## src/logic/oa_pkg.sv

```systemverilog
// output-activation writer shared definitions
// tile geometry constants, address and count types,
// configuration, bus command and data beat structs
package oa_pkg;

  // ==========================================================
  // tile geometry constants
  // ==========================================================
  // tile edge in elements, one byte each
  localparam int TILE_DIM       = 16;
  // log2 of tile edge
  localparam int TILE_SHIFT     = 4;
  // bytes carried by one 32-bit bus beat
  localparam int BYTES_PER_BEAT = 4;

  // ==========================================================
  // scalar types
  // ==========================================================
  // byte address, also used for stride and matrix dimensions
  typedef logic [31:0] addr_t;
  // element count inside one tile, 0..16
  typedef logic [4:0]  dim_t;
  // tile counter and tile row / column index
  typedef logic [15:0] tile_idx_t;
  // bus burst length minus one
  typedef logic [2:0]  len_t;

  // ==========================================================
  // structs
  // ==========================================================
  // matrix configuration, latched on init strobe
  typedef struct packed {
    addr_t dst_base;
    addr_t row_stride;
    addr_t num_rows;
    addr_t num_cols;
  } oa_cfg_t;

  // per-tile geometry handed out by the walker
  typedef struct packed {
    addr_t tile_base;
    dim_t  rows;
    dim_t  cols;
    dim_t  beats_per_row;
  } tile_geom_t;

  // bus write command channel, master side
  typedef struct packed {
    logic  valid;
    addr_t addr;
    len_t  len;
  } icb_cmd_t;

  // bus write data channel, master side
  typedef struct packed {
    logic        valid;
    logic [31:0] data;
    logic [3:0]  mask;
  } icb_wr_t;

  // upstream FIFO beat payload
  typedef struct packed {
    logic [31:0] data;
    logic [3:0]  mask;
  } oa_beat_t;

endpackage

```

## src/logic/oa_tile_walker.sv

```systemverilog
// tile walker for the output-activation writer
// latches the matrix configuration, walks 16x16 tiles column tile first,
// requests the bus per tile and publishes per-tile geometry
`timescale 1ns/1ps

module oa_tile_walker (
  input  logic               clk,
  input  logic               rst_n,
  input  logic               init_cfg_i,
  input  oa_pkg::oa_cfg_t    cfg_i,
  input  logic               write_oa_granted_i,
  input  logic               cmds_done_i,
  input  logic               tile_beats_done_i,
  output logic               write_oa_req_o,
  output logic               tile_start_o,
  output oa_pkg::tile_geom_t geom_o,
  output oa_pkg::addr_t      row_stride_o,
  output logic               write_done_o,
  output logic               calc_over_o
);
  import oa_pkg::*;

  typedef enum logic [1:0] {IDLE, REQ, GRANTED, BUSY} walk_state_e;

  walk_state_e state_q;
  oa_cfg_t     cfg_q;
  tile_idx_t   n_tcol_q;
  tile_idx_t   trow_q;
  tile_idx_t   tcol_q;
  tile_idx_t   tiles_left_q;
  tile_geom_t  geom_q;
  tile_geom_t  geom_next;
  dim_t        cols_next;
  logic        calc_over_q;
  tile_idx_t   cfg_trows;
  tile_idx_t   cfg_tcols;
  tile_idx_t   cfg_tiles;
  logic        tile_done;

  // ceil(n / 16) without overflow on large n
  function automatic tile_idx_t ceil_tiles(addr_t n);
    return tile_idx_t'((n >> TILE_SHIFT) + addr_t'(n[TILE_SHIFT-1:0] != '0));
  endfunction

  // elements left in this tile, clamped to the tile edge
  function automatic dim_t clamp_dim(addr_t total, tile_idx_t idx);
    addr_t remain;
    remain = total - (addr_t'(idx) << TILE_SHIFT);
    if (remain >= addr_t'(TILE_DIM)) begin
      return dim_t'(TILE_DIM);
    end
    return dim_t'(remain);
  endfunction

  // ==========================================================
  // tile count straight from the strobe cycle
  // ==========================================================
  assign cfg_trows = ceil_tiles(cfg_i.num_rows);
  assign cfg_tcols = ceil_tiles(cfg_i.num_cols);
  assign cfg_tiles = tile_idx_t'(cfg_trows * cfg_tcols);

  // geometry of the tile at the current indices
  assign cols_next = clamp_dim(cfg_q.num_cols, tcol_q);

  always_comb begin
    geom_next.rows          = clamp_dim(cfg_q.num_rows, trow_q);
    geom_next.cols          = cols_next;
    // one beat per started group of 4 bytes
    geom_next.beats_per_row = dim_t'((cols_next + BYTES_PER_BEAT - 1) / BYTES_PER_BEAT);
    geom_next.tile_base     = cfg_q.dst_base
                            + (addr_t'(trow_q) << TILE_SHIFT) * cfg_q.row_stride
                            + (addr_t'(tcol_q) << TILE_SHIFT);
  end

  // tile ends when every row is commanded and the last beat moves
  assign tile_done = (state_q == BUSY) && tile_beats_done_i && cmds_done_i;

  // ==========================================================
  // grant FSM and tile walk
  // ==========================================================
  always_ff @(posedge clk or negedge rst_n) begin
    if (!rst_n) begin
      state_q      <= IDLE;
      cfg_q        <= '0;
      n_tcol_q     <= '0;
      trow_q       <= '0;
      tcol_q       <= '0;
      tiles_left_q <= '0;
      geom_q       <= '0;
      calc_over_q  <= 1'b0;
    end else begin
      case (state_q)
        IDLE: begin
          if (init_cfg_i) begin
            cfg_q        <= cfg_i;
            n_tcol_q     <= cfg_tcols;
            trow_q       <= '0;
            tcol_q       <= '0;
            tiles_left_q <= cfg_tiles;
            // empty matrix finishes at once
            calc_over_q  <= (cfg_tiles == '0);
            if (cfg_tiles != '0) begin
              state_q <= REQ;
            end
          end
        end
        REQ: begin
          // snapshot geometry as the grant lands
          if (write_oa_granted_i) begin
            geom_q  <= geom_next;
            state_q <= GRANTED;
          end
        end
        GRANTED: begin
          state_q <= BUSY;
        end
        BUSY: begin
          if (tile_done) begin
            tiles_left_q <= tiles_left_q - 1'b1;
            // column tile first, wrap to next tile row
            if (tcol_q == n_tcol_q - 1'b1) begin
              tcol_q <= '0;
              trow_q <= trow_q + 1'b1;
            end else begin
              tcol_q <= tcol_q + 1'b1;
            end
            if (tiles_left_q == tile_idx_t'(1)) begin
              calc_over_q <= 1'b1;
              state_q     <= IDLE;
            end else begin
              state_q <= REQ;
            end
          end
        end
        default: state_q <= IDLE;
      endcase
    end
  end

  assign write_oa_req_o = (state_q == REQ);
  assign tile_start_o   = (state_q == GRANTED);
  assign geom_o         = geom_q;
  assign row_stride_o   = cfg_q.row_stride;
  assign write_done_o   = tile_done;
  assign calc_over_o    = calc_over_q;

  // bus request only while work remains
  a_req_not_over: assert property (@(posedge clk) disable iff (!rst_n)
    !(write_oa_req_o && calc_over_o));

  // data side may only finish a tile the walker has started
  a_done_in_busy: assert property (@(posedge clk) disable iff (!rst_n)
    tile_beats_done_i |-> (state_q == BUSY));

endmodule

```

## src/logic/oa_row_cmd_gen.sv

```systemverilog
// row command generator
// issues one bus write command per tile row, running at most
// CMD_CREDITS rows ahead of the data side
`timescale 1ns/1ps

module oa_row_cmd_gen #(
  parameter int CMD_CREDITS = 2
) (
  input  logic               clk,
  input  logic               rst_n,
  input  logic               tile_start_i,
  input  oa_pkg::tile_geom_t geom_i,
  input  oa_pkg::addr_t      row_stride_i,
  input  logic               icb_cmd_ready_i,
  input  logic               row_retired_i,
  output oa_pkg::icb_cmd_t   icb_cmd_o,
  output logic               row_issued_o,
  output logic               cmds_done_o
);
  import oa_pkg::*;

  localparam int CW = $clog2(CMD_CREDITS + 1);

  typedef logic [CW-1:0] credit_t;

  credit_t credits_q;
  dim_t    rows_left_q;
  addr_t   row_addr_q;
  dim_t    cur_rows_left;
  addr_t   cur_addr;
  logic    cmd_fire;

  // ==========================================================
  // current row view
  // ==========================================================
  // tile start bypasses the registers so the first command
  // goes out in the start cycle
  assign cur_rows_left = tile_start_i ? geom_i.rows : rows_left_q;
  assign cur_addr      = tile_start_i ? geom_i.tile_base : row_addr_q;

  always_comb begin
    icb_cmd_o.valid = (cur_rows_left != '0) && (credits_q != '0);
    icb_cmd_o.addr  = cur_addr;
    // burst of ceil(cols/4) beats
    icb_cmd_o.len   = len_t'(geom_i.beats_per_row - 5'd1);
  end

  assign cmd_fire     = icb_cmd_o.valid && icb_cmd_ready_i;
  assign row_issued_o = cmd_fire;
  // level, all rows of this tile are on the bus
  assign cmds_done_o  = !tile_start_i && (rows_left_q == '0);

  // ==========================================================
  // row and credit counters
  // ==========================================================
  always_ff @(posedge clk or negedge rst_n) begin
    if (!rst_n) begin
      rows_left_q <= '0;
      credits_q   <= credit_t'(CMD_CREDITS);
    end else begin
      rows_left_q <= cur_rows_left - dim_t'(cmd_fire);
      // spend one per command, regain one per retired row
      credits_q   <= credits_q - credit_t'(cmd_fire) + credit_t'(row_retired_i);
    end
  end

  // running row address, next row is one stride further
  always_ff @(posedge clk) begin
    if (cmd_fire) begin
      row_addr_q <= cur_addr + row_stride_i;
    end else begin
      row_addr_q <= cur_addr;
    end
  end

  // command held while the bus stalls it
  a_cmd_stable: assert property (@(posedge clk) disable iff (!rst_n)
    icb_cmd_o.valid && !icb_cmd_ready_i |=> $stable(icb_cmd_o));

endmodule

```

## src/logic/oa_beat_tracker.sv

```systemverilog
// beat tracker
// gates upstream beats onto the bus write channel while a row command
// is outstanding, counts beats per row and rows per tile
`timescale 1ns/1ps

module oa_beat_tracker #(
  parameter int CMD_CREDITS = 2
) (
  input  logic               clk,
  input  logic               rst_n,
  input  logic               tile_start_i,
  input  oa_pkg::tile_geom_t geom_i,
  input  logic               row_issued_i,
  input  logic               oa_valid_i,
  input  oa_pkg::oa_beat_t   oa_beat_i,
  input  logic               icb_wr_ready_i,
  output logic               oa_ready_o,
  output oa_pkg::icb_wr_t    icb_wr_o,
  output logic               row_retired_o,
  output logic               tile_beats_done_o
);
  import oa_pkg::*;

  localparam int CW = $clog2(CMD_CREDITS + 1);

  typedef logic [CW-1:0] credit_t;

  credit_t credits_q;
  logic    active_q;
  dim_t    beat_cnt_q;
  dim_t    rows_left_q;
  logic    permit;
  logic    beat_fire;
  logic    last_beat;
  logic    last_row;

  // ==========================================================
  // data path, combinational pass-through
  // ==========================================================
  // beats move only for rows already commanded
  assign permit     = active_q && (credits_q != '0);
  assign oa_ready_o = permit && icb_wr_ready_i;

  always_comb begin
    icb_wr_o.valid = oa_valid_i && permit;
    icb_wr_o.data  = oa_beat_i.data;
    icb_wr_o.mask  = oa_beat_i.mask;
  end

  assign beat_fire = oa_valid_i && oa_ready_o;
  assign last_beat = beat_fire && (beat_cnt_q == geom_i.beats_per_row - 5'd1);
  assign last_row  = (rows_left_q == 5'd1);

  assign row_retired_o     = last_beat;
  assign tile_beats_done_o = last_beat && last_row;

  // ==========================================================
  // credits and counters
  // ==========================================================
  always_ff @(posedge clk or negedge rst_n) begin
    if (!rst_n) begin
      credits_q   <= '0;
      active_q    <= 1'b0;
      beat_cnt_q  <= '0;
      rows_left_q <= '0;
    end else begin
      // one credit per commanded row, returned at row end
      credits_q <= credits_q + credit_t'(row_issued_i) - credit_t'(row_retired_o);
      if (tile_start_i) begin
        active_q    <= 1'b1;
        beat_cnt_q  <= '0;
        rows_left_q <= geom_i.rows;
      end else if (beat_fire) begin
        if (last_beat) begin
          beat_cnt_q  <= '0;
          rows_left_q <= rows_left_q - 5'd1;
          // tile finished on the data side
          if (last_row) begin
            active_q <= 1'b0;
          end
        end else begin
          beat_cnt_q <= beat_cnt_q + 5'd1;
        end
      end
    end
  end

  // command side never runs further ahead than the credit pool
  a_credit_bound: assert property (@(posedge clk) disable iff (!rst_n)
    credits_q <= credit_t'(CMD_CREDITS));

endmodule

```

## src/logic/oa_writer.sv

```systemverilog
// output-activation writer top level
// tile walker plus command generator and beat tracker running side by side,
// with credit flow control between the two parallel parts
`timescale 1ns/1ps

module oa_writer #(
  parameter int CMD_CREDITS = 2
) (
  input  logic             clk,
  input  logic             rst_n,
  // configuration
  input  logic             init_cfg_i,
  input  oa_pkg::oa_cfg_t  cfg_i,
  // bus grant handshake
  output logic             write_oa_req_o,
  input  logic             write_oa_granted_i,
  // upstream FIFO
  input  logic             oa_valid_i,
  input  oa_pkg::oa_beat_t oa_beat_i,
  output logic             oa_ready_o,
  // bus command channel
  output oa_pkg::icb_cmd_t icb_cmd_o,
  input  logic             icb_cmd_ready_i,
  // bus write channel
  output oa_pkg::icb_wr_t  icb_wr_o,
  input  logic             icb_wr_ready_i,
  // status
  output logic             write_done_o,
  output logic             calc_over_o
);
  import oa_pkg::*;

  // ==========================================================
  // internal wires
  // ==========================================================
  logic       tile_start;
  tile_geom_t geom;
  addr_t      row_stride;
  // credit loop
  logic       row_issued;
  logic       row_retired;
  // completion inputs for the walker
  logic       cmds_done;
  logic       tile_beats_done;

  oa_tile_walker u_walker (
    .clk                (clk),
    .rst_n              (rst_n),
    .init_cfg_i         (init_cfg_i),
    .cfg_i              (cfg_i),
    .write_oa_granted_i (write_oa_granted_i),
    .cmds_done_i        (cmds_done),
    .tile_beats_done_i  (tile_beats_done),
    .write_oa_req_o     (write_oa_req_o),
    .tile_start_o       (tile_start),
    .geom_o             (geom),
    .row_stride_o       (row_stride),
    .write_done_o       (write_done_o),
    .calc_over_o        (calc_over_o)
  );

  // command side
  oa_row_cmd_gen #(
    .CMD_CREDITS (CMD_CREDITS)
  ) u_cmd_gen (
    .clk             (clk),
    .rst_n           (rst_n),
    .tile_start_i    (tile_start),
    .geom_i          (geom),
    .row_stride_i    (row_stride),
    .icb_cmd_ready_i (icb_cmd_ready_i),
    .row_retired_i   (row_retired),
    .icb_cmd_o       (icb_cmd_o),
    .row_issued_o    (row_issued),
    .cmds_done_o     (cmds_done)
  );

  // data side
  oa_beat_tracker #(
    .CMD_CREDITS (CMD_CREDITS)
  ) u_beat_tracker (
    .clk               (clk),
    .rst_n             (rst_n),
    .tile_start_i      (tile_start),
    .geom_i            (geom),
    .row_issued_i      (row_issued),
    .oa_valid_i        (oa_valid_i),
    .oa_beat_i         (oa_beat_i),
    .icb_wr_ready_i    (icb_wr_ready_i),
    .oa_ready_o        (oa_ready_o),
    .icb_wr_o          (icb_wr_o),
    .row_retired_o     (row_retired),
    .tile_beats_done_o (tile_beats_done)
  );

endmodule

```

## config.mk

```make
export PLATFORM = sky130hd
export DESIGN_NAME = oa_writer
export DESIGN_NICKNAME = d
export VERILOG_FILES = /design/src/logic/oa_pkg.sv /design/src/logic/oa_tile_walker.sv /design/src/logic/oa_row_cmd_gen.sv /design/src/logic/oa_beat_tracker.sv /design/src/logic/oa_writer.sv
export SDC_FILE = /design/constraint.sdc
export NUM_CORES = 2
export LEC_CHECK = 0
export ABC_AREA = 1
export BUFFER_PORTS_ARGS = -buffer_cell sky130_fd_sc_hd__buf_2
export CORE_MARGIN = 2
export CORE_UTILIZATION = 34
export CTS_BUF_LIST = sky130_fd_sc_hd__clkbuf_8
export DETAILED_ROUTE_END_ITERATION = 10
export MAX_ROUTING_LAYER = met4
export PLACE_DENSITY = 0.48
export SYNTH_ARGS = -nofsm -noshare
export SYNTH_HDL_FRONTEND = slang
export SYNTH_SLANG_ARGS = --single-unit
```

## constraint.sdc

```tcl
create_clock -name clk -period 13.18 [get_ports clk]
set_input_delay 0.659 -clock clk [delete_from_list [all_inputs] [get_ports clk]]
set_output_delay 0.659 -clock clk [all_outputs]
set_load 0.02 [all_outputs]
```

# --- Yosys cells after proc, flatten, opt, wreduce, memory -nomap -nowiden ---
# Index checks and enable logic that the tools add are counted.
word_totals:
  reg_bits: 289
  elab_cells: 130
classes:
  n_addsub: 21
  mul: 2
  order_cmp: 2
  eq_ne: 13
  n_mux: 39
  reduce_logical: 33
op_table:
  columns: ["operator", "count"]
  rows:
  - ["16-bit two-way mux", 7]
  - ["16-bit one-hot mux with 2 select lines", 3]
  - ["32-bit adder", 2]
  - ["32-bit by 5-bit greater-or-equal comparator with 1-bit output (second input constant)", 2]
  - ["32-bit two-way mux", 2]
  - ["32-bit by 20-bit subtractor with 32-bit output", 2]
  - ["5-bit two-way mux", 11]
  - ["16-bit by 1-bit adder with 16-bit output", 2]
  - ["16-bit by 1-bit adder with 16-bit output (second input constant)", 2]
  - ["32-bit by 20-bit adder with 32-bit output", 1]
  - ["16-bit by 32-bit multiplier with 28-bit output", 1]
  - ["16-bit by 1-bit subtractor with 16-bit output (second input constant)", 2]
  - ["16-bit by 1-bit equality test with 1-bit output (second input constant)", 1]
  - ["16-bit equality test", 1]
  - ["16-bit logical NOT", 1]
  - ["16-bit by 16-bit multiplier with 16-bit output", 1]
  - ["16-bit nonzero test", 1]
  - ["4-bit AND reduction", 3]
  - ["2-bit nonzero test", 6]
  - ["1-bit logical AND", 11]
  - ["1-bit two-way mux", 10]
  - ["5-bit by 1-bit subtractor with 5-bit output (second input constant)", 2]
  - ["2-bit two-way mux", 4]
  - ["2-bit inequality test (second input constant)", 4]
  - ["other kinds (20)", 28]

# --- Longest topological paths before layout ---
logic_depth:
  ltp_word: 10
  depth_mapped: 40

# --- Hierarchy ---
# A second synthesis with hierarchy kept.
hier_totals:
  hier_cells: 5081
  hier_area_um2: 35928.2
modules_own_cells:
  columns: ["mod", "n_inst", "cells_per_inst", "area_per_inst_um2", "seq_area_each_um2"]
  rows:
  - ["oa_tile_walker", 1, 4128, 30345.4, 6030.8]
  - ["oa_row_cmd_gen", 1, 760, 4245.3, 817.0]
  - ["oa_beat_tracker", 1, 193, 1337.5, 325.3]

# --- Worst setup path after synthesis ---
# OpenSTA, ideal clock, no wires.
synth_path:
  kind: "reg-to-reg"
  from: "register u_walker.trow_q[2]"
  to: "register u_walker.geom_q, in the netlist u_walker.geom_o[46]"
  setup_ns: 0.117
  arrival_ns: 7.355
  t_required_ns: 13.063
  slack_ns: 5.708
  stages_incl_launch_ff: 35
  path_buffers: 2
  synth_period_minus_slack_ns: 7.472
  path_cell_list: "dfrtp_1 clkbuf_1 clkbuf_1 nand2_1 fa_1 fa_1 fa_1 fa_1 inv_1 fa_1 inv_1 fa_1 inv_1 ha_1 a21oi_1 a21boi_1 o21ai_0 xnor2_1 fa_1 inv_1 ha_1 nand2_1 nor2_1 nand4_1 o21ai_0 a21o_1 a21oi_1 o21ai_0 nand2_1 nand2_1 nand2_1 nand2_1 nand3_1 nand3_1 nand2_1"
synth_between:
  elab_chain_cells: 3
synth_rtl:
  columns: ["element", "line", "source"]
  rows:
  - ["start, declared", "oa_tile_walker.sv:28", "tile_idx_t trow_q;"]
  - ["start signal, assigned", "oa_tile_walker.sv:123", "trow_q <= trow_q + 1'b1;"]
  - ["16-bit by 32-bit multiplier with 28-bit output", "oa_tile_walker.sv:71", "+ (addr_t'(trow_q) << TILE_SHIFT) * cfg_q.row_stride"]
  - ["32-bit adder", "oa_tile_walker.sv:71", null]
  - ["32-bit by 20-bit adder with 32-bit output", "oa_tile_walker.sv:72", "+ (addr_t'(tcol_q) << TILE_SHIFT);"]
  - ["end signal, assigned", "oa_tile_walker.sv:110", "geom_q <= geom_next;"]
  - ["end, declared", "oa_tile_walker.sv:31", "tile_geom_t geom_q;"]
# No other way between the ends.
# A chain may end at the register's enable or synchronous reset.

# --- Worst setup path in the final report ---
# Same ends and word-level chain as after synthesis.

==> results.json <==
{
  "ys_ff_latch": 289,
  "cts_sinks": 289,
  "drive_above_1_share_pct": 8.72,
  "first_global_vias": 29500,
  "synthAdderAreaFrac_pct": 29.0,
  "synthFlopType": "dfrtp_1",
  "final_cell_area_um2": 37300,
  "status": "finished, final reports clean",
  "grt_use_total_pct": 21.7,
  "fillers": 10800,
  "fmax_ghz": 0.120,
  "r2r-end": "u_walker.geom_o[46]",
  "slew_viol_final": 0,
  "route.detailed.drc": 0,
  "nNetsFinal": 5463,
  "utilization_pct": 37.4,
  "dpl_cell_area_um2": 36000,
  "antenna_left": 0,
  "synth_xor_area_share_pct": 5.67,
  "fp-row-count": 116,
  "worstSetupPathType": "flop to flop",
  "slew_headroom_pct": 23.5,
  "syn2layout_area_growth_pct": 9.54,
  "skew_ns": 0.0525,
  "critPathArrivalTime_ns": 8.93,
  "dieArea_um2": 103000,
  "chipHeight_um": 321,
  "drt_iter0_markers": 1670,
  "hp-start": "cfg_i[95]",
  "synth_top_family_by_area": "adder cells",
  "wl_per_cell_um": 17.8,
  "core_region_area_um2": 99700,
  "cts_buffers": 57,
  "report.power.total_mw": 7.44,
  "cts_root_buf": "clkbuf_8",
  "seq_area_um2": 7070,
  "multi_input_area_um2": 22800,
  "htree_levels": 2,
  "critPathCaptureType": "flop",
  "synth_compound_area_share_pct": 8.36,
  "power_leakage_nw": 19.8,
  "io_buffers": 175,
  "crit_slowest_cell": "dfrtp_1",
  "grt_max_degree": 87,
  "place_hpwl_um": 85200,
  "synthMuxAreaShare_pct": 0,
  "power_frac_comb_pct": 65.6,
  "swShare_pct": 53.4,
  "grt_setup_unrepaired": "false",
  "p_int_mw": 3.47,
  "startpoint_type": "flop",
  "clock_path_buffers": 3,
  "critical_path.most_common_cell": "nand2_1",
  "crit_fanout": 29,
  "crit_required_ns": 13.79,
  "maxCapViolCount": 0,
  "die_w_um": 321,
  "switchingPower_mw": 3.97,
  "syn-cell-area_um2": 34100,
  "routabilityCongestion": 0.905,
  "cts_tree": "yes",
  "first_pass_iters": 5,
  "synth_edf_count": 0,
  "syn_area_per_cell_um2": 7.38,
  "antenna_found_initial": 3,
  "peakVddDrop_mv": 0.170,
  "setup_violations": 0,
  "vias": 28900,
  "routed_wl_um": 108000,
  "io_pins": 248,
  "ys_seq_area_share_pct": 20.8,
  "cts_resized": 0,
  "grt_pass1_wl_um": 170000,
  "viasPerCell": 4.77,
  "numPlacedInstances": 5948,
  "tightest_slew_ns": 1.15,
  "powerDensity_nw_per_um2": 199,
  "synthArstFlopShare_pct": 88.9,
  "p_seq_share_pct": 20.4,
  "r2r_start": "u_walker.trow_q[2]",
  "clkPwrFrac_pct": 14.0,
  "fin_tns_setup_ns": 0,
  "ff2ff_path_depth": 34,
  "synth.distinct_cells": 66,
  "finalCritPeriodShare_pct": 63.2,
  "min_to": "u_walker.row_stride_o[31]",
  "layout.cells.non_filler": 6059,
  "synth_nets": 5372,
  "postSynthCellCount": 4619,
  "synthSimpleGateAreaFrac_pct": 23.7,
  "path_clk_slew_ns": 0.06,
  "rrSetupSlack_ns": 4.85,
  "max_stage_delay_ns": 1.09,
  "clock_latency_ns": 0.73,
  "overflow": 0,
  "period_minus_slack_ns": 8.33,
  "final_hold_viol_count": 0,
  "hold_path_class": "input port to flop",
  "start_util_pct": 34.2,
  "whs_path_depth": 3,
  "ys_warn_count": 0
}
kinds of logic after synthesis:
group,after synthesis
flops,289
xor+xnor,218
compound gates,514
buf+inv,1082
fa+ha+maj,582
simple gates,1934
cells in the final DEF, fill, tap and decap left out, types with 11 or more instances in the layout:
| master | count |
|---|---|
| nand2_1 | 1283 |
| o21ai_1 | 17 |
| nor2_2 | 12 |
| dfxtp_1 | 32 |
| fa_1 | 348 |
| nor2_1 | 277 |
| buf_4 | 40 |
| a31oi_1 | 14 |
| nand4_1 | 66 |
| inv_1 | 891 |
| xor2_1 | 129 |
| nor4_1 | 18 |
| dfrtp_1 | 256 |
| or2_2 | 13 |
| clkbuf_8 | 73 |
| xnor2_1 | 86 |
| o21ai_0 | 245 |
| inv_2 | 13 |
| a21o_1 | 18 |
| a21oi_1 | 150 |
| nand2_2 | 26 |
| nand3_1 | 151 |
| ha_1 | 234 |
| buf_2 | 174 |
| clkinv_2 | 11 |
| nor3_1 | 38 |
flip-flops by register name (all words and copies together), names as in the netlist, 16 cells and up:
name,cells
u_walker.cfg_q,96
u_walker.geom_o,42
u_cmd_gen.row_addr_q,32
u_walker.row_stride_o,32
u_walker.n_tcol_q,16
u_walker.tcol_q,16
u_walker.tiles_left_q,16
u_walker.trow_q,16
critical path, delay by kind of cell, from the launching register on:
kind | cells | cell delay [ns]
flip-flops | 1 | 1.09
AND/OR/NAND/NOR | 11 | 1.00
buffers and inverters | 4 | 0.20
AO/OA/AOI/OAI | 9 | 1.92
XOR/XNOR | 1 | 0.12
adder cells (fa/ha/maj) | 9 | 3.85
per-layer routing:
metal / GRT usage, % / wire (um)
met1: 28.9 / 50800
met2: 35.5 / 50600
met3: 2.46 / 3950
met4: 4.92 / 2290
met5: - / 0
per-stage QoR:
step                setup slack (ns)  hold slack [ns]
global route                    4.10           0.0831
CTS                             4.89           0.0717
detailed placement              4.89            0.473
global placement                5.04            0.464
finish                          4.85            0.125
floorplan                       5.71            0.363
worst max path at each step:
stage                  startpoint             endpoint
2_1_floorplan  u_walker.trow_q[2]  u_walker.geom_o[46]
5_1_grt        u_walker.trow_q[2]  u_walker.geom_o[46]
4_1_cts        u_walker.trow_q[2]  u_walker.geom_o[46]
3_3_place_gp   u_walker.trow_q[2]  u_walker.geom_o[46]
6_report       u_walker.trow_q[2]  u_walker.geom_o[46]
3_5_place_dp   u_walker.trow_q[2]  u_walker.geom_o[46]
timing repair:
item | in CTS | in global routing
setup buffers | 0 | 0
hold endpoints to repair | 73 | 0
hold buffers | 1 | 0
cells in the mapped netlist, types with 12 or more instances:
master	number	share of area, %
nand2_1	1286	14
inv_1	876	9.6
fa_1	348	20
nor2_1	277	3.1
dfrtp_1	256	19
o21ai_0	245	3.6
ha_1	234	8.6
nand3_1	151	2.2
a21oi_1	150	2.2
xor2_1	129	3.3
clkbuf_1	121	1.3
xnor2_1	86	2.2
nand4_1	66	1.2
buf_4	38	0.84
nor3_1	38	0.56
dfxtp_1	32	1.9
nand2_2	24	0.44
a21o_1	18	0.40
nor4_1	18	0.33
o21ai_1	17	0.25
buf_1	15	0.17
a31oi_1	14	0.26
inv_2	13	0.14
or2_2	13	0.24
nor2_2	12	0.22
cell type report:
type / instances / area share, %
clock buffers: 73 / 2.69
well taps: 1298 / 4.35
clock inverters: 34 / 0.737
multi-input cells: 3248 / 61.0
flip-flops and latches: 289 / 18.9
repair buffers: 216 / 3.20
diodes: 3 / 0.0201
inverters: 898 / 9.04
power groups by stage:
stage / combinational, mW / clock [mW] / sequential [mW]
3_3_place_gp: 4.89 / 0 / 1.53
5_1_grt: 5.53 / 1.12 / 1.56
6_report: 4.88 / 1.04 / 1.52
3_5_place_dp: 4.91 / 0 / 1.53
4_1_cts: 4.93 / 1.08 / 1.52
2_1_floorplan: 3.57 / 0 / 1.41
Note: power is estimated with default switching activity, not from simulation.
